--- src/hw/s16b_pkg.sv ---
// System 16B main bus glue constants: region numbers, game identifiers and bus widths
package s16b_pkg;

    // Bus widths
    localparam int addr_w     = 23; // Word address, bits 23 to 1
    localparam int rom_addr_w = 18;
    localparam int data_w     = 16;
    localparam int byte_w     = 8;
    localparam int region_w   = 8;  // One-hot region vector from the mapper

    // Mapper region indices
    localparam int reg_rom_hi = 2;  // Regions 0 to 2 hold program ROM
    localparam int reg_ram    = 3;  // Work RAM
    localparam int reg_oram   = 4;  // Object RAM
    localparam int reg_vram   = 5;  // Tile and text RAM
    localparam int reg_pal    = 6;  // Palette
    localparam int reg_io     = 7;  // Cabinet I/O and video control

    // Game identifiers that change the glue behavior
    localparam logic [byte_w-1:0] game_passsht      = 8'h02;
    localparam logic [byte_w-1:0] game_5358_large_a = 8'h10;
    localparam logic [byte_w-1:0] game_bullet       = 8'h11;
    localparam logic [byte_w-1:0] game_passsht2     = 8'h13;
    localparam logic [byte_w-1:0] game_passsht3     = 8'h18;
    localparam logic [byte_w-1:0] game_5358_large_b = 8'h1a;

    // Value seen by the CPU when nothing drives the bus
    localparam logic [data_w-1:0] bus_idle = 16'hffff;

endpackage

--- src/hw/s16b_cab_inputs.sv ---
// Cabinet input byte built from joysticks, buttons and DIP switches for I/O reads
`timescale 1ns/1ps

module s16b_cab_inputs (
    input  logic                        clk,
    input  logic                        rst,
    input  logic                        io_cs,
    input  logic [s16b_pkg::addr_w:1]   addr,
    input  logic [s16b_pkg::byte_w-1:0] game_id,
    input  logic [s16b_pkg::byte_w-1:0] joystick1,
    input  logic [s16b_pkg::byte_w-1:0] joystick2,
    input  logic [s16b_pkg::byte_w-1:0] joystick3,
    input  logic [3:0]                  start_button,
    input  logic [3:0]                  coin_input,
    input  logic                        service,
    input  logic                        dip_test,
    input  logic [s16b_pkg::byte_w-1:0] dipsw_a,
    input  logic [s16b_pkg::byte_w-1:0] dipsw_b,
    output logic [s16b_pkg::byte_w-1:0] cab_dout
);
    import s16b_pkg::*;

    logic              is_bullet;
    logic              is_passsht;
    logic [byte_w-1:0] joy1_s;
    logic [byte_w-1:0] joy2_s;
    logic [byte_w-1:0] joy3_s;
    logic [byte_w-1:0] sys_byte;
    logic [byte_w-1:0] cab_nx;

    // Board wiring order of the joystick lines
    function automatic logic [7:0] sort_joy(input logic [7:0] joy);
        sort_joy = {joy[1:0], joy[3:2], joy[7], joy[5:4], joy[6]};
    endfunction

    function automatic logic [7:0] nib_swap(input logic [7:0] val);
        nib_swap = {val[3:0], val[7:4]};
    endfunction

    assign is_bullet = game_id == game_bullet;

    always_ff @(posedge clk or posedge rst) begin
        if (rst) begin
            is_passsht <= 1'b0;
        end else begin
            is_passsht <= game_id == game_passsht || game_id == game_passsht2 ||
                          game_id == game_passsht3;
        end
    end

    assign joy1_s = is_bullet ? nib_swap(sort_joy(joystick1)) : sort_joy(joystick1);
    assign joy2_s = is_bullet ? nib_swap(sort_joy(joystick2)) : sort_joy(joystick2);
    assign joy3_s = nib_swap(sort_joy(joystick3));     // Only wired on Bullet

    always_comb begin
        sys_byte = {2'b11, start_button[1:0], service, dip_test, coin_input[1:0]};
        if (is_bullet) begin
            sys_byte[7] = coin_input[2];    // Third player
            sys_byte[6] = start_button[2];
        end
        if (is_passsht) begin
            sys_byte[7:6] = start_button[3:2];  // Four player cabinet
        end
    end

    always_comb begin
        cab_nx = 8'hff;
        if (io_cs && addr[13:12] == 2'd1) begin
            case (addr[2:1])
                2'd0: cab_nx = sys_byte;
                2'd1: cab_nx = joy1_s;
                2'd2: cab_nx = is_bullet ? joy3_s : 8'hff;
                2'd3: cab_nx = joy2_s;
            endcase
        end else if (io_cs && addr[13:12] == 2'd2) begin
            cab_nx = addr[1] ? dipsw_a : dipsw_b;
        end
    end

    always_ff @(posedge clk or posedge rst) begin
        if (rst) begin
            cab_dout <= 8'hff;
        end else begin
            cab_dout <= cab_nx;
        end
    end

endmodule

--- src/hw/s16b_main_bus.sv ---
// Main CPU bus glue for a System 16B board: selects, ROM banking, video regs, read path
`timescale 1ns/1ps

module s16b_main_bus (
    input  logic                            clk,
    input  logic                            rst,
    input  logic [s16b_pkg::byte_w-1:0]     game_id,
    input  logic [s16b_pkg::addr_w:1]       addr,
    input  logic                            as_n,
    input  logic                            rnw,
    input  logic                            uds_n,
    input  logic                            lds_n,
    input  logic [s16b_pkg::data_w-1:0]     cpu_dout,
    input  logic [s16b_pkg::region_w-1:0]   active,
    input  logic [s16b_pkg::data_w-1:0]     ram_data,
    input  logic [s16b_pkg::data_w-1:0]     rom_data,
    input  logic [s16b_pkg::data_w-1:0]     char_dout,
    input  logic [s16b_pkg::data_w-1:0]     pal_dout,
    input  logic [s16b_pkg::data_w-1:0]     obj_dout,
    input  logic [s16b_pkg::byte_w-1:0]     joystick1,
    input  logic [s16b_pkg::byte_w-1:0]     joystick2,
    input  logic [s16b_pkg::byte_w-1:0]     joystick3,
    input  logic [3:0]                      start_button,
    input  logic [3:0]                      coin_input,
    input  logic                            service,
    input  logic                            dip_test,
    input  logic [s16b_pkg::byte_w-1:0]     dipsw_a,
    input  logic [s16b_pkg::byte_w-1:0]     dipsw_b,
    output logic                            rom_cs,
    output logic                            ram_cs,
    output logic                            vram_cs,
    output logic                            char_cs,
    output logic                            pal_cs,
    output logic                            objram_cs,
    output logic [s16b_pkg::rom_addr_w:1]   rom_addr,
    output logic [s16b_pkg::data_w-1:0]     cpu_din,
    output logic                            flip,
    output logic                            video_en,
    output logic [5:0]                      tile_bank
);
    import s16b_pkg::*;

    logic              io_cs;
    logic              tbank_cs;
    logic [byte_w-1:0] cab_dout;

    s16b_region_decode u_decode (
        .clk       (clk),
        .rst       (rst),
        .as_n      (as_n),
        .rnw       (rnw),
        .uds_n     (uds_n),
        .lds_n     (lds_n),
        .addr16    (addr[16]),
        .active    (active),
        .rom_cs    (rom_cs),
        .ram_cs    (ram_cs),
        .vram_cs   (vram_cs),
        .char_cs   (char_cs),
        .pal_cs    (pal_cs),
        .objram_cs (objram_cs),
        .io_cs     (io_cs),
        .tbank_cs  (tbank_cs)
    );

    s16b_rom_bank u_rom_bank (
        .game_id  (game_id),
        .addr     (addr),
        .active   (active[reg_rom_hi:0]),   // ROM part of the region vector
        .rom_addr (rom_addr)
    );

    s16b_video_regs u_video_regs (
        .clk       (clk),
        .rst       (rst),
        .io_cs     (io_cs),
        .tbank_cs  (tbank_cs),
        .rnw       (rnw),
        .lds_n     (lds_n),
        .addr      (addr),
        .cpu_dout  (cpu_dout),
        .flip      (flip),
        .video_en  (video_en),
        .tile_bank (tile_bank)
    );

    s16b_cab_inputs u_cab_inputs (
        .clk          (clk),
        .rst          (rst),
        .io_cs        (io_cs),
        .addr         (addr),
        .game_id      (game_id),
        .joystick1    (joystick1),
        .joystick2    (joystick2),
        .joystick3    (joystick3),
        .start_button (start_button),
        .coin_input   (coin_input),
        .service      (service),
        .dip_test     (dip_test),
        .dipsw_a      (dipsw_a),
        .dipsw_b      (dipsw_b),
        .cab_dout     (cab_dout)
    );

    s16b_read_mux u_read_mux (
        .clk       (clk),
        .rst       (rst),
        .rom_cs    (rom_cs),
        .ram_cs    (ram_cs),
        .vram_cs   (vram_cs),
        .char_cs   (char_cs),
        .pal_cs    (pal_cs),
        .objram_cs (objram_cs),
        .io_cs     (io_cs),
        .ram_data  (ram_data),
        .rom_data  (rom_data),
        .char_dout (char_dout),
        .pal_dout  (pal_dout),
        .obj_dout  (obj_dout),
        .cab_dout  (cab_dout),
        .cpu_din   (cpu_din)
    );

endmodule

--- src/hw/s16b_read_mux.sv ---
// CPU read mux: registered priority selection of the data returned to the CPU
`timescale 1ns/1ps

module s16b_read_mux (
    input  logic                        clk,
    input  logic                        rst,
    input  logic                        rom_cs,
    input  logic                        ram_cs,
    input  logic                        vram_cs,
    input  logic                        char_cs,
    input  logic                        pal_cs,
    input  logic                        objram_cs,
    input  logic                        io_cs,
    input  logic [s16b_pkg::data_w-1:0] ram_data,   // Shared by work RAM and tile RAM
    input  logic [s16b_pkg::data_w-1:0] rom_data,
    input  logic [s16b_pkg::data_w-1:0] char_dout,
    input  logic [s16b_pkg::data_w-1:0] pal_dout,
    input  logic [s16b_pkg::data_w-1:0] obj_dout,
    input  logic [s16b_pkg::byte_w-1:0] cab_dout,
    output logic [s16b_pkg::data_w-1:0] cpu_din
);
    import s16b_pkg::*;

    always_ff @(posedge clk or posedge rst) begin
        if (rst) begin
            cpu_din <= bus_idle;
        end else if (ram_cs || vram_cs) begin
            cpu_din <= ram_data;
        end else if (rom_cs) begin
            cpu_din <= rom_data;
        end else if (char_cs) begin
            cpu_din <= char_dout;
        end else if (pal_cs) begin
            cpu_din <= pal_dout;
        end else if (objram_cs) begin
            cpu_din <= obj_dout;
        end else if (io_cs) begin
            cpu_din <= {8'hff, cab_dout};   // I/O is byte wide
        end
        // Unmapped cycles keep the last value
    end

endmodule

--- src/hw/s16b_region_decode.sv ---
// Region decode: registers chip selects from the mapper region vector and CPU strobes
`timescale 1ns/1ps

module s16b_region_decode (
    input  logic                          clk,
    input  logic                          rst,
    input  logic                          as_n,
    input  logic                          rnw,
    input  logic                          uds_n,
    input  logic                          lds_n,
    input  logic                          addr16,   // Splits text RAM from tile RAM
    input  logic [s16b_pkg::region_w-1:0] active,
    output logic                          rom_cs,
    output logic                          ram_cs,
    output logic                          vram_cs,
    output logic                          char_cs,
    output logic                          pal_cs,
    output logic                          objram_cs,
    output logic                          io_cs,
    output logic                          tbank_cs
);
    import s16b_pkg::*;

    logic ds_act;

    // Either byte lane strobed
    assign ds_act = !(uds_n && lds_n);

    always_ff @(posedge clk or posedge rst) begin
        if (rst) begin
            rom_cs    <= 1'b0;
            ram_cs    <= 1'b0;
            vram_cs   <= 1'b0;
            char_cs   <= 1'b0;
            pal_cs    <= 1'b0;
            objram_cs <= 1'b0;
            io_cs     <= 1'b0;
            tbank_cs  <= 1'b0;
        end else if (!as_n) begin
            rom_cs    <= (|active[reg_rom_hi:0]) && rnw;    // Program fetch and data reads
            char_cs   <= active[reg_vram] && addr16;
            pal_cs    <= active[reg_pal];
            objram_cs <= active[reg_oram];
            io_cs     <= active[reg_io];
            tbank_cs  <= active[reg_rom_hi] && !rnw;       // Bank latch sits in ROM space
            // RAM selects follow the data strobes so a read-modify-write
            // drops them between its two halves
            vram_cs   <= ds_act && active[reg_vram] && !addr16;
            ram_cs    <= ds_act && active[reg_ram];
        end else begin
            rom_cs    <= 1'b0;
            ram_cs    <= 1'b0;
            vram_cs   <= 1'b0;
            char_cs   <= 1'b0;
            pal_cs    <= 1'b0;
            objram_cs <= 1'b0;
            io_cs     <= 1'b0;
            tbank_cs  <= 1'b0;
        end
    end

endmodule

--- src/hw/s16b_rom_bank.sv ---
// ROM banking: maps the CPU word address to a program ROM address per board type
`timescale 1ns/1ps

module s16b_rom_bank (
    input  logic [s16b_pkg::byte_w-1:0]   game_id,
    input  logic [s16b_pkg::addr_w:1]     addr,
    input  logic [2:0]                    active,   // ROM regions only
    output logic [s16b_pkg::rom_addr_w:1] rom_addr
);
    import s16b_pkg::*;

    logic [1:0] act_enc;

    always_comb begin
        case (active)
            3'b001:  act_enc = 2'd0;
            3'b010:  act_enc = 2'd1;
            3'b100:  act_enc = 2'd2;
            default: act_enc = 2'd0;
        endcase
    end

    always_comb begin
        if (game_id[7:4] == 4'd2 || game_id[7:4] == 4'd3) begin
            rom_addr = addr[18:1];                          // 5797 boards, flat map
        end else if (game_id == game_5358_large_a || game_id == game_5358_large_b) begin
            rom_addr = {act_enc, addr[16:1]};
        end else if (game_id[7:3] == 5'd2 || game_id[7:3] == 5'd3) begin
            rom_addr = {1'b0, act_enc, addr[15:1]};         // 5358 small
        end else if (game_id[7:3] == 5'd1) begin
            rom_addr = {1'b0, addr[17:1]};
        end else begin
            // 5521 and 5704 boards, two 256 kB halves
            rom_addr = {act_enc[0], addr[17:1]};
        end
    end

endmodule

--- src/hw/s16b_video_regs.sv ---
// Video registers: flip and video enable in I/O space, tile bank latch in ROM space
`timescale 1ns/1ps

module s16b_video_regs (
    input  logic                        clk,
    input  logic                        rst,
    input  logic                        io_cs,
    input  logic                        tbank_cs,
    input  logic                        rnw,
    input  logic                        lds_n,
    input  logic [s16b_pkg::addr_w:1]   addr,
    input  logic [s16b_pkg::data_w-1:0] cpu_dout,
    output logic                        flip,
    output logic                        video_en,
    output logic [5:0]                  tile_bank
);
    logic lo_wr;

    assign lo_wr = !rnw && !lds_n;   // Low byte write

    // Video control lives in I/O group 0
    always_ff @(posedge clk or posedge rst) begin
        if (rst) begin
            flip     <= 1'b0;
            video_en <= 1'b1;       // Screen on out of reset
        end else if (io_cs && addr[13:12] == 2'd0 && lo_wr) begin
            flip     <= cpu_dout[6];
            video_en <= cpu_dout[5];
        end
    end

    always_ff @(posedge clk or posedge rst) begin
        if (rst) begin
            tile_bank <= 6'd0;
        end else if (tbank_cs && lo_wr) begin
            if (addr[1]) begin
                tile_bank[5:3] <= cpu_dout[2:0];   // Second bank pair
            end else begin
                tile_bank[2:0] <= cpu_dout[2:0];
            end
        end
    end

endmodule

--- config.mk ---
export PLATFORM = sky130hd
export DESIGN_NAME = s16b_main_bus
export DESIGN_NICKNAME = d
export VERILOG_FILES = /design/src/hw/s16b_pkg.sv /design/src/hw/s16b_cab_inputs.sv /design/src/hw/s16b_main_bus.sv /design/src/hw/s16b_read_mux.sv /design/src/hw/s16b_region_decode.sv /design/src/hw/s16b_rom_bank.sv /design/src/hw/s16b_video_regs.sv
export SDC_FILE = /design/constraint.sdc
export NUM_CORES = 1
export LEC_CHECK = 0
export BUFFER_PORTS_ARGS = -buffer_cell sky130_fd_sc_hd__buf_2
export CAP_MARGIN = 30
export CORE_UTILIZATION = 37
export DETAILED_ROUTE_END_ITERATION = 7
export PLACE_DENSITY_LB_ADDON = 0.15
export SETUP_SLACK_MARGIN = 0.5
export SYNTH_ARGS = -nofsm -noshare
export SYNTH_HDL_FRONTEND = slang
export SYNTH_SLANG_ARGS = --single-unit
--- constraint.sdc ---
create_clock -name clk -period 1.6 [get_ports clk]
set_input_delay 0.08 -clock clk [delete_from_list [all_inputs] [get_ports clk]]
set_output_delay 0.08 -clock clk [all_outputs]
set_load 0.1 [all_outputs]
Word-level counts from Yosys, hierarchy flattened
Cells that the tools add are included.
Operators by class
  eq/ne operators: 18
  bitwise logic cells: 1
  reductions and logical operators: 29
  muxes and demuxes: 28
Operator list (number)
  16-bit two-way mux: 6
  18-bit two-way mux: 4
  8-bit two-way mux: 6
  8-bit by 5-bit == test with 1-bit output (second input constant): 5
  8-bit case mux with 4 select lines: 1
  1-bit logical AND: 13
  5-bit by 2-bit == test with 1-bit output (second input constant): 2
  4-bit by 2-bit == test with 1-bit output (second input constant): 2
  8-bit by 2-bit == test with 1-bit output (second input constant): 1
  1-bit two-way mux: 8
  2-bit == test (second input constant): 3
  1-bit logical OR: 6
  6-bit nonzero test: 1
  5-bit by 1-bit == test with 1-bit output (second input constant): 1
  2-bit by 1-bit == test with 1-bit output (second input constant): 2
  1-bit logical NOT: 4
  2-bit logical NOT: 2
  2-bit two-way mux: 2
  2-bit case mux with 2 select lines: 1
  2-bit AND reduction: 2
  3-bit by 2-bit == test with 1-bit output (second input constant): 1
  3-bit == test (second input constant): 1
  3-bit OR reduction: 1
  1-bit inverter: 1
Storage, ports and cells
  bits of input ports: 191
  bits in registers: 41

Longest topological paths before layout
Gate-level depths: netlist of the first run.
  depth after elaboration: 6
  gate-level depth with buffers: 6
  gate-level depth less buffers: 4

Hierarchy
Synthesis of the first run repeated with hierarchy kept, for this count alone.
Second synthesis, totals
  cells, all modules: 368
  area, all modules: 3305.7 µm²
By module, submodules not included
  s16b_read_mux: cells an instance 176, area an instance 1428.9 µm², sequential area each 420.4 µm², times used 1
  s16b_cab_inputs: cells an instance 118, area an instance 999.7 µm², sequential area each 235.2 µm², times used 1
  s16b_video_regs: cells an instance 22, area an instance 344.1 µm², sequential area each 201.4 µm², times used 1
  s16b_region_decode: cells an instance 19, area an instance 291.5 µm², sequential area each 200.2 µm², times used 1
  s16b_rom_bank: cells an instance 33, area an instance 241.5 µm², sequential area each 0.0 µm², times used 1

Worst setup path before layout of the first run
No wires, ideal clock.
  path type: input to output
  from: in game_id[1] (netlist name)
  to: out rom_addr[18] (netlist name)
  setup slack: -1432 ps
  required time: 1520 ps
  arrival time: 2952 ps
  stages: 4
  cells stage by stage: xor2_1 nor3_1 a41oi_1 o31ai_1
On the way
  word-level cells in the longest chain between the ends: 4
  elaborated cells between the ends (all ways): 5
RTL lines
  start: declaration: RTL line s16b_main_bus.sv:7  | input logic [s16b_pkg::byte_w-1:0] game_id,
  8-bit by 5-bit == test with 1-bit output: RTL line s16b_rom_bank.sv:26  | end else if (game_id == game_5358_large_a || game_id == game_5358_large_b) begin
  1-bit logical OR (*): RTL line s16b_rom_bank.sv:26
  18-bit two-way mux (*): RTL line s16b_rom_bank.sv:26
  18-bit two-way mux (*): RTL line s16b_rom_bank.sv:24  | if (game_id[7:4] == 4'd2 || game_id[7:4] == 4'd3) begin
  end: declaration: RTL line s16b_main_bus.sv:35  | output logic [s16b_pkg::rom_addr_w:1] rom_addr,
Mark *: on every way between the ends. The rest lies on a longest branch, timed or not.

Worst setup path in the final report of the first run
  from: reg u_decode.pal_cs
  to: reg u_read_mux.cpu_din[8] (netlist name)
On the way
  word-level cells in the longest chain between the ends: 4
  elaborated cells between the ends (all ways): 5
RTL lines
  start: declaration: RTL line s16b_region_decode.sv:17  | output logic pal_cs,
  start signal: assignment: RTL line s16b_region_decode.sv:42  | pal_cs <= active[reg_pal];
  16-bit two-way mux: RTL line s16b_read_mux.sv:33  | end else if (pal_cs) begin
  16-bit two-way mux: RTL line s16b_read_mux.sv:31  | end else if (char_cs) begin
  16-bit two-way mux: RTL line s16b_read_mux.sv:29  | end else if (rom_cs) begin
  16-bit two-way mux: RTL line s16b_read_mux.sv:27  | end else if (ram_cs || vram_cs) begin
  end signal: assignment: RTL line s16b_read_mux.sv:28  | cpu_din <= ram_data;
  end signal: assignment: RTL line s16b_read_mux.sv:30  | cpu_din <= rom_data;
  end signal: assignment: RTL line s16b_read_mux.sv:32  | cpu_din <= char_dout;
  end: declaration: RTL line s16b_read_mux.sv:20  | output logic [s16b_pkg::data_w-1:0] cpu_din
Several ways; a longest one is shown, not always the timed one.
A chain may end at the register's enable or synchronous reset.

==> results.md, run 1 <==
* Final instance area at 5390 µm²
* Outcome: complete, no violations
* Max-cap violations at 0
* Layout fillers at 690
* Number of enable flip-flop cells after synthesis at 0
* Highest Clock Rate at between 600 and 700 MHz
* Worst-margin pin slew at between 0.5 and 0.6 ns
* R2r worst-path depth at 6
* Diodes inserted at 0
* Clk_lat worst skew at 0.30 ns
* Ys flop type: dfstp_2
* Worst hold path type: input port to flop
* Largest net degree at the start of global routing at 24
* Final setup violation count at 0
* Post-Syn Nets at 549
* Vias at 3,684
* Placer Congestion at 0.916
* CP max FO at 23
* Crit path largest cell delay at 0.49 ns
* Post-Syn Area at 3200 µm²
* CP Capture Type: flop
* Hold Path Depth at 2
* Drt wl/cell at 17.2 µm
* Boundary Pins at roughly 240
* Via-to-Cell Ratio at approximately 5.5
* Clock Skew at 0.00722 ns
* Most common cell in the synthesized netlist: a21oi_1
* Sink Count at a little over 40
* Final ANT Viol Nets at 0
* CTS root buf: clkbuf_8
* Top post-synthesis cells by count: a21oi_1, mux2_2, nor2_1
* Die H at 95.0 µm
* Num CTS Buffers at 5
* Post-DP HPWL at approximately 8700 µm
* Cell Area, Placed at around 4500 µm²
* H-Tree Depth at 2
* Vias in the first global route at 3,809
* Starting Density at 0.385
* Layout cells sized above 1 at 0.645
* Final Hold Vio Count at 0
* Worst EP required at 1.83 ns
* Post-synthesis cell type count at 50
* Slowest cell on crit path: dfrtp_4
* Pre-CTS setup slack at -0.0389 ns
* Syn Inst Count at approximately 360
* PwrDens at between 800 and 900 nW/µm²
* CTS tree: yes
* Total GRT Usage at 0.256
* Remaining Overflow, GRT at 0
* Core box area at roughly 8300 µm²
* # rows at 33
* Startpoint Class: flop
* Initial antenna violation count at 0
* Clk buf depth at 2
* Pre-antenna DRT Iters at 4
* Die area at 9020 µm²
* Syn avg cell area at approximately 8.9 µm²
* Worst Path Class, Setup: flop to flop
* Register area share after synthesis at 0.330
* Warnings, synthesis at 0
* Arr. time, crit path at 1.82 ns
* Static Leak at 2.41 nW
* WP buf/inv at 2
* DRC Markers at 0
* Area delta synth->final at 68.4%
* Synth area leaders: dfstp_2, dfrtp_1, mux2_2
* Fin crit share at 0.998
* Slew Viols, Final at 0
* # nets final at 759
* Pwr Total at roughly 4.5 mW
* Final core occ at 0.649
* Peak supply drop at 0.000547 V
* IO Port Bufs at 199
* Relative slew slack at 0.608
* Crit path depth at 6
* Setup Total Neg Slack at 0 ns
* Register clock-pin slew on the reported worst setup and hold paths at 0.09 ns
* First-pass GRT wire length at 17,700 µm
* Final setup margin at 0.00377 ns
* RSZ-0062 raised after global routing: true
* Routed WL at 11,600 µm
* Crit-path cells: buf_12 -> buf_4 -> nor3b_1 -> nor3_2 -> a211oi_2 -> o31ai_2
* Synth area leader: dfstp_2
* Synth Register Bits at slightly above 40
* Drt initial violations at 169
* Async set or reset register ratio after synthesis at 1.00
* Tmin final at about 1.6 ns
* Critical path's top delay family: flip-flops
* Die Width at 95.0 µm
* Top-area cell type share of the netlist area at 0.205
## cell usage in the layout (no fill, tap or decap), drive strengths merged, types with 2 or more instances in the layout
cell         count
a211oi           3
dlygate4sd3      2
and3             2
nor2b           15
nor3             5
nor4b            3
mux2            30
nand3b           3
a21oi           41
and2            10
a31oi           12
mux2i            7
o211ai           7
buf            239
clkbuf           5
dfrtp           16
nor2            29
a211o            7
clkinv           3
and3b            2
o311ai           7
o22ai           13
o21ai            9
inv              4
nand2b           9
nand2           21
clkinvlp         2
o31ai            5
nor3b           13
dfstp           25
nand4b           8
## through the flow
stage,std cells,hold WS (ns)
2_1_floorplan,358,0.142
3_3_place_gp,646,0.161
3_5_place_dp,646,0.161
4_1_cts,670,0.00468
5_1_grt,674,0.00585
6_report,674,0.0121
## repair_timing
item / CTS / global route
buffers inserted: 14 / 4
hold buffers: 2 / 0
pin swaps: 10 / 8
endpoints found under the hold margin: 2 / 0
resized for setup: 119 / 49
setup endpoints to repair: 59 / 50
## layout make-up
class | instances | area, µm² | area share
multi-input cells | 273 | 2230 | 0.414
repair buffers | 241 | 1830 | 0.339
flip-flops and latches | 41 | 1080 | 0.201
well taps | 105 | 131 | 0.0244
clock buffers | 5 | 68.8 | 0.0128
inverters | 6 | 26.3 | 0.00488
clock inverters | 3 | 17.5 | 0.00325
## path summary, 6_finish.rpt
check / endpoint / slack (ns) / start
worst max-delay path: u_read_mux.cpu_din[8] / 0.004 / u_decode.pal_cs
worst min-delay path: u_cab_inputs.is_passsht / 0.01 / game_id[2]
worst max register to register: u_read_mux.cpu_din[8] / 0.004 / u_decode.pal_cs
worst min register to register: u_video_regs.tile_bank[0] / 0.52 / u_video_regs.tile_bank[0]
max in group asynchronous: u_video_regs.video_en / 1.21 / rst
min in group asynchronous: u_read_mux.cpu_din[1] / 0.06 / rst
## sequential cells by signal (all words and copies together), names as in the netlist
name,flops
u_decode.vram_cs,1
u_cab_inputs.cab_dout,8
u_decode.ram_cs,1
u_video_regs.tile_bank,6
u_video_regs.video_en,1
u_decode.objram_cs,1
u_decode.rom_cs,1
u_cab_inputs.is_passsht,1
u_read_mux.cpu_din,16
u_decode.pal_cs,1
u_decode.tbank_cs,1
u_decode.io_cs,1
u_video_regs.flip,1
u_decode.char_cs,1
## cell families after synthesis
| logic type | synth area share |
|---|---|
| buffers and inverters | 0.0821 |
| xor gates and xnor gates | 0.00274 |
| DFF | 0.330 |
| muxes | 0.129 |
| AOI/OAI and AO/OA | 0.219 |
| and+or+nand+nor | 0.237 |
## where the power goes
| group | switching, mW | internal, mW | leakage, nW |
|---|---|---|---|
| clock network | 0.378 | 0.301 | 0.0439 |
| registers | 0.115 | 1.24 | 0.455 |
| logic | 1.50 | 0.940 | 1.91 |
## per-layer routing
layer,GRT usage,part of all wire
met1,0.279,0.38
met4,0.101,0.027
met5,0,0
met3,0.0660,0.075
met2,0.470,0.52
Note: power is estimated with default switching activity, not from simulation.
==> inputs of run 2 (changes only) <==
--- a/config.mk
+++ b/config.mk
@@ -7,6 +7,7 @@
 export LEC_CHECK = 0
 export BUFFER_PORTS_ARGS = -buffer_cell sky130_fd_sc_hd__buf_2
 export CAP_MARGIN = 30
+export CORE_ASPECT_RATIO = 0.75
 export CORE_UTILIZATION = 37
 export DETAILED_ROUTE_END_ITERATION = 7
 export PLACE_DENSITY_LB_ADDON = 0.15
==> run 2 against run 1 <==
Effect of this change:
- critical endpoint unchanged
- clock skew is 0.0028 ns lower
- maximum frequency shrank 0.68%
- sequential share of layout area down 0.66 points
- largest power group unchanged
- sequential cell count did not move
- core utilization rose by 3.6 points
- clock-buffer cell count increased by 2
- power increased by 8.8%
- largest cell class unchanged
- die area about the same
- the flow now finishes with violations (setup timing)
- global-route usage is 0.35 points higher
==> results.md, run 2 (same netlist as run 1, synthesis figures left out) <==
* Outcome: finished with violations
* Failing checks: setup timing
* Static Leak at 2.50 nW (+3.8%)
* Remaining Overflow, GRT at 0 (unchanged)
* Final instance area at 5570 µm² (+3.4%)
* CP max FO at 8 (-65%)
* Post-DP HPWL at 8910 µm (+2.3%)
* IO Port Bufs at 199 (unchanged)
* Drt initial violations at 209 (+24%)
* CTS tree: yes
* Clk buf depth at 2 (unchanged)
* Largest net degree at the start of global routing at 25 (+4.2%)
* Sequential share of power at 0.280 (-0.023)
* Drt wl/cell at 17.2 µm (-0.32%)
* Worst reg-to-reg setup slack at -0.007 ns (about the same)
* Peak supply drop at 0.000887 V (+62%)
* Worst-margin pin slew at 0.725 ns (+0.140 ns)
* Initial antenna violation count at 0 (unchanged)
* Slew Viols, Final at 0 (unchanged)
* Worst hold path type: input port to flop
* Pint at 2.85 mW (+15%)
* Crit path largest cell delay at 0.59 ns (+0.10 ns)
* Max-cap violations at 0 (unchanged)
* Most common cell after layout, fill and taps aside: buf_2
* Final setup violation count at 2 (+2)
* Cell Area, Placed at 4520 µm² (+0.56%)
* H-Tree Depth at 2 (unchanged)
* Via-to-Cell Ratio at 5.35 (-2.0%)
* Vias at 3,652 (-0.87%)
* Highest Clock Rate at 622 MHz (-0.68%)
* Final ANT Viol Nets at 0 (unchanged)
* # nets final at 767 (+1.1%)
* PwrDens at 874 nW/µm² (+5.2%)
* Core box area at 8130 µm² (-2.1%)
* Largest reg by FF count: u_read_mux.cpu_din
* Final setup margin at -0.00722 ns (-0.0110 ns)
* Clk_lat worst skew at 0.28 ns (-0.02 ns)
* Sink Count at 41 (unchanged)
* First-pass GRT wire length at 17,700 µm (+0.16%)
* Clock Power Share at 0.220 (+0.068)
* Vias in the first global route at 3,756 (-1.4%)
* Total GRT Usage at 0.260 (+0.00353)
* Arr. time, crit path at 1.80 ns (-0.02 ns)
* Area delta synth->final at 74.1%
* Num CTS Buffers at 5 (unchanged)
* Hold Path Depth at 3 (+1)
* RSZ-0062 raised after global routing: true
* Tmin final at 1.61 ns (+0.0110 ns)
* Crit-path cells: or4_4 -> o21ai_2 -> o31ai_1
* Fin crit share at 1.00 (+0.00687)
* Max FFs per register at 16 (unchanged)
* Diodes inserted at 0 (unchanged)
* Die H at 82.5 µm (-13%)
* Worst EP required at 1.79 ns (-0.04 ns)
* Boundary Pins at 239 (unchanged)
* Switching power of the nets at 2.01 mW (+1.1%)
* Worst Path Class, Setup: flop to flop
* Share of power burned in combinational logic at 0.500 (-0.045)
* R2r worst-path depth at 3 (-3)
* DRC Markers at 0 (unchanged)
* Die area at 9030 µm² (about the same)
* Starting Density at 0.394 (+0.00813)
* Sw Share at 0.414 (-0.0316)
* Final Hold Vio Count at 0 (unchanged)
* Register clock-pin slew on the reported worst setup and hold paths at 0.06 ns (-0.03 ns)
* Routed WL at 11,700 µm (+0.86%)
* CP Capture Type: flop
* CTS root buf: clkbuf_16
* # rows at 28 (-15%)
* Most frequent cells in the layout: buf_2, buf_4, buf_12, nor2_1
* Pre-antenna DRT Iters at 6 (+2)
* Startpoint Class: flop
* Clock Skew at 0.00446 ns (-0.00276 ns)
* Layout cells sized above 1 at 0.636 (-0.00894)
* Pwr Total at 4.87 mW (+8.8%)
* Placer Congestion at 0.833 (-9.1%)
* Relative slew slack at 0.514 (-0.0936)
* Die Width at 109 µm (+15%)
* Slowest cell on crit path: or4_4
* Top Registers: u_read_mux.cpu_din: 16 flops, u_cab_inputs.cab_dout: 8 flops, u_video_regs.tile_bank: 6 flops
## run 2: final timing paths
check | startpoint | to
hold reg to reg | u_video_regs.tile_bank[5] | u_video_regs.tile_bank[5]
max in group asynchronous | rst | u_cab_inputs.cab_dout[0]
setup reg to reg | u_decode.rom_cs | u_read_mux.cpu_din[8]
hold / removal | ram_data[6] | u_read_mux.cpu_din[6]
setup / recovery | u_decode.rom_cs | u_read_mux.cpu_din[8]
min in group asynchronous | rst | u_decode.pal_cs
## run 2: cell type report
type | count | area, µm²
clock buffers | 7 | 153
fillers | 645 | 2560
multi-input cells | 273 | 2160
well taps | 105 | 131
flip-flops and latches | 41 | 1080
clock inverters | 1 | 5.00
repair buffers | 249 | 2020
inverters | 6 | 22.5
## run 2: metal layers
metal  global-route usage  share of wire  up-vias
li1                     -              -     1746
met1                0.312           0.42     1712
met2                0.453           0.48      178
met3               0.0785          0.090       16
met4               0.0693          0.012        0
met5                    0              0        -
## run 2: worst max-delay path: cells and delay by family (launching register included)
family	cells	cell delay [ns]
DFF	1	0.43
AOI/OAI and AO/OA	2	0.49
and+or+nand+nor	1	0.59
## run 2: per-stage QoR
step	worst slack, ns	setup TNS (ns)	hold slack [ns]	cells	utilization
2_1_floorplan	-0.196	-3.13	0.142	358	-
3_3_place_gp	-0.0230	-0.212	0.134	646	0.556
3_5_place_dp	-0.0412	-0.415	0.143	646	0.556
4_1_cts	-0.00442	-0.00442	0.0257	673	0.666
5_1_grt	-0.0718	-0.824	0.0222	682	0.685
6_report	-0.00722	-0.00929	0.0312	682	0.685
## run 2: repair_timing
item,4_1_cts,5_1_grt
buffers inserted,14,9
setup endpoints to repair,59,50
pin swaps,10,8
hold buffers,3,0
hold endpoints to repair,3,0
gates cloned,2,0
gates resized for setup,139,14
## run 2: power groups by stage
stage | Clock (mW) | Sequential, mW | Combinational, mW
floorplan | 0 | 2.22 | 0.684
global placement | 0 | 1.33 | 1.94
detailed placement | 0 | 1.34 | 1.96
CTS | 1.09 | 1.36 | 2.38
global route | 1.15 | 1.38 | 2.54
finish | 1.07 | 1.37 | 2.43
==> inputs of run 3 (changes only) <==
--- a/config.mk
+++ b/config.mk
@@ -8,7 +8,8 @@
 export BUFFER_PORTS_ARGS = -buffer_cell sky130_fd_sc_hd__buf_2
 export CAP_MARGIN = 30
 export CORE_ASPECT_RATIO = 0.75
-export CORE_UTILIZATION = 37
+export CORE_UTILIZATION = 30
+export CTS_CLUSTER_DIAMETER = 80
 export DETAILED_ROUTE_END_ITERATION = 7
 export PLACE_DENSITY_LB_ADDON = 0.15
 export SETUP_SLACK_MARGIN = 0.5
==> run 3 against run 2 <==
Effect of this change:
- the flow now finishes without violations
- maximum frequency is 0.78% higher
- first-iteration DRC count shrank 49%
- power decreased by 1.7%
- clock skew is 0.00098 ns lower
- core utilization fell by 15 points
- largest power group unchanged
- largest cell class unchanged
==> results.md, run 3 (same netlist as run 1, synthesis figures left out) <==
* Relative slew slack at 0.680 (+0.166)
* # rows at 32 (+14%)
* Tmin final at 1.59 ns (-0.0124 ns)
* Peak supply drop at 0.000840 V (-5.3%)
* Worst-margin pin slew at 0.483 ns (-0.241 ns)
* CP max FO at 6 (-2)
* Max FFs per register at 16 (unchanged)
* DRC Markers at 0 (unchanged)
* Max-cap violations at 0 (unchanged)
* CTS tree: yes
* Clk buf depth at 2 (unchanged)
* Drt initial violations at 106 (-49%)
* Highest Clock Rate at 627 MHz (+0.78%)
* Vias in the first global route at 3,670 (-2.3%)
* CP Capture Type: flop
* Num CTS Buffers at 5 (unchanged)
* Boundary Pins at 239 (unchanged)
* Final ANT Viol Nets at 0 (unchanged)
* Initial antenna violation count at 1 (+1)
* Die Width at 121 µm (+11%)
* Post-DP HPWL at 8960 µm (+0.56%)
* Clock Skew at 0.00348 ns (-0.000981 ns)
* Pre-antenna DRT Iters at 4 (-2)
* Critical path's top delay family: simple AND/OR/NAND/NOR gates
* Starting Density at 0.310 (-0.0839)
* Cell Area, Placed at 4520 µm² (about the same)
* Outcome: complete, no violations
* CTS root buf: clkbuf_16
* First-pass GRT wire length at 18,600 µm (+5.2%)
* WP buf/inv at 1 (+1)
* Remaining Overflow, GRT at 0 (unchanged)
* Placed cells at 677 (+4.8%)
* Most common cell after layout, fill and taps aside: buf_2
* Most frequent cells in the layout: buf_2, buf_4, a21oi_1, nor2_1
* Static Leak at 2.48 nW (-0.79%)
* Largest net degree at the start of global routing at 24 (-4.0%)
* Die H at 91.4 µm (+11%)
* Drt wl/cell at 16.7 µm (-2.8%)
* Area delta synth->final at 73.4%
* Final instance area at 5550 µm² (-0.40%)
* Fin crit share at 0.997 (-0.00774)
* Slew Viols, Final at 0 (unchanged)
* Layout fillers at 974 (+51%)
* Placer Congestion at 0.800 (-4.0%)
* Top Registers: u_read_mux.cpu_din: 16 flops, u_cab_inputs.cab_dout: 8 flops, u_video_regs.tile_bank: 6 flops
* Clk_lat worst skew at 0.28 ns (about the same)
* # nets final at 768 (+0.13%)
* Register clock-pin slew on the reported worst setup and hold paths at 0.06 ns (about the same)
* Die area at 11,100 µm² (+23%)
* Non-filler cells, final at 714 (+4.7%)
* IO Port Bufs at 199 (unchanged)
* Crit path largest cell delay at 0.53 ns (-0.06 ns)
* Slowest cell on crit path: or4_4
* H-Tree Depth at 2 (unchanged)
* Crit-path cells: or4_4 -> nor2_8 -> buf_4 -> a21oi_1 -> a21oi_1
* Largest reg by FF count: u_read_mux.cpu_din
* Hold Slack at 0.00110 ns (-0.0301 ns)
* Final setup violation count at 0 (-2)
* Arr. time, crit path at 1.81 ns (about the same)
* Worst hold path type: input port to flop
* Layout cells sized above 1 at 0.644 (+0.00755)
* Worst EP required at 1.81 ns (+0.02 ns)
* Diodes inserted at 0 (unchanged)
* Core box area at 10,300 µm² (+27%)
* Routed WL at 11,900 µm (+1.7%)
* Startpoint Class: flop
* RSZ-0062 raised after global routing: true
* Final Hold Vio Count at 0 (unchanged)
* Via-to-Cell Ratio at 5.07 (-5.4%)
* Final core occ at 0.537 (-0.148)
* Most used cell, CP: a21oi_1
* Worst Path Class, Setup: flop to flop
* PwrDens at 863 nW/µm² (-1.3%)
* Total GRT Usage at 0.217 (-0.0432)
* Vias at 3,617 (-0.96%)
* Sink Count at 41 (unchanged)
-- run 3: per-stage QoR --
stage | setup TNS [ns] | total power, mW | setup slack, ns
floorplan | -3.13 | 2.90 | -0.196
CTS | -0.00463 | 4.78 | -0.00463
global placement | -0.141 | 3.27 | -0.0243
global route | -0.446 | 4.98 | -0.0524
detailed placement | -0.520 | 3.29 | -0.0610
finish | 0 | 4.79 | 0.00516
-- run 3: final cells by class --
cell class	count	area, µm²	area share
Clock buffer	5	125	0.0226
Clock inverter	3	17.5	0.00316
Timing Repair Buffer	250	1970	0.355
Inverter	6	26.3	0.00474
Tap cell	136	170	0.0307
Multi-Input combinational cell	273	2150	0.388
Sequential cell	41	1080	0.196
-- run 3: path summary, 6_finish.rpt --
path / from / cells after the start / to / slack (ns)
setup / recovery: u_decode.pal_cs / 5 / u_read_mux.cpu_din[1] / 0.005
hold reg to reg: u_video_regs.flip / 1 / u_video_regs.flip / 0.52
setup reg to reg: u_decode.pal_cs / 5 / u_read_mux.cpu_din[1] / 0.005
hold / removal: addr[16] / 2 / u_decode.vram_cs / 0.001
max in group asynchronous: rst / 4 / u_read_mux.cpu_din[7] / 0.70
min in group asynchronous: rst / 3 / u_video_regs.tile_bank[1] / 0.34
-- run 3: power breakdown --
| group | switching (mW) | leakage, nW | internal, mW |
|---|---|---|---|
| clock | 0.409 | 0.0696 | 0.572 |
| sequential | 0.119 | 0.455 | 1.24 |
| combinational | 1.49 | 1.96 | 0.958 |
| total | 2.01 | 2.48 | 2.77 |
-- run 3: per-layer routing --
| layer | vias up | track usage | part of all wire |
|---|---|---|---|
| li1 | 1750 | - | - |
| met1 | 1718 | 0.284 | 0.44 |
| met2 | 135 | 0.357 | 0.47 |
| met3 | 12 | 0.0616 | 0.080 |
| met4 | 2 | 0.0360 | 0.0075 |
| met5 | - | 0 | 0.0011 |
-- run 3: timing repair --
item / in CTS / in global routing
cloned: 1 / 0
hold buffers: 2 / 0
endpoints found under the setup margin: 59 / 50
buffers inserted: 20 / 6
pin swaps: 6 / 7
resized for setup: 147 / 19
endpoints found under the hold margin: 15 / 0
-- run 3: worst register-to-register path, cell delays in order (launching register included) --
cell     delay, ns
dfrtp_4       0.48
or4_4         0.53
nor2_8        0.14
buf_4         0.16
a21oi_1       0.06
a21oi_1       0.15
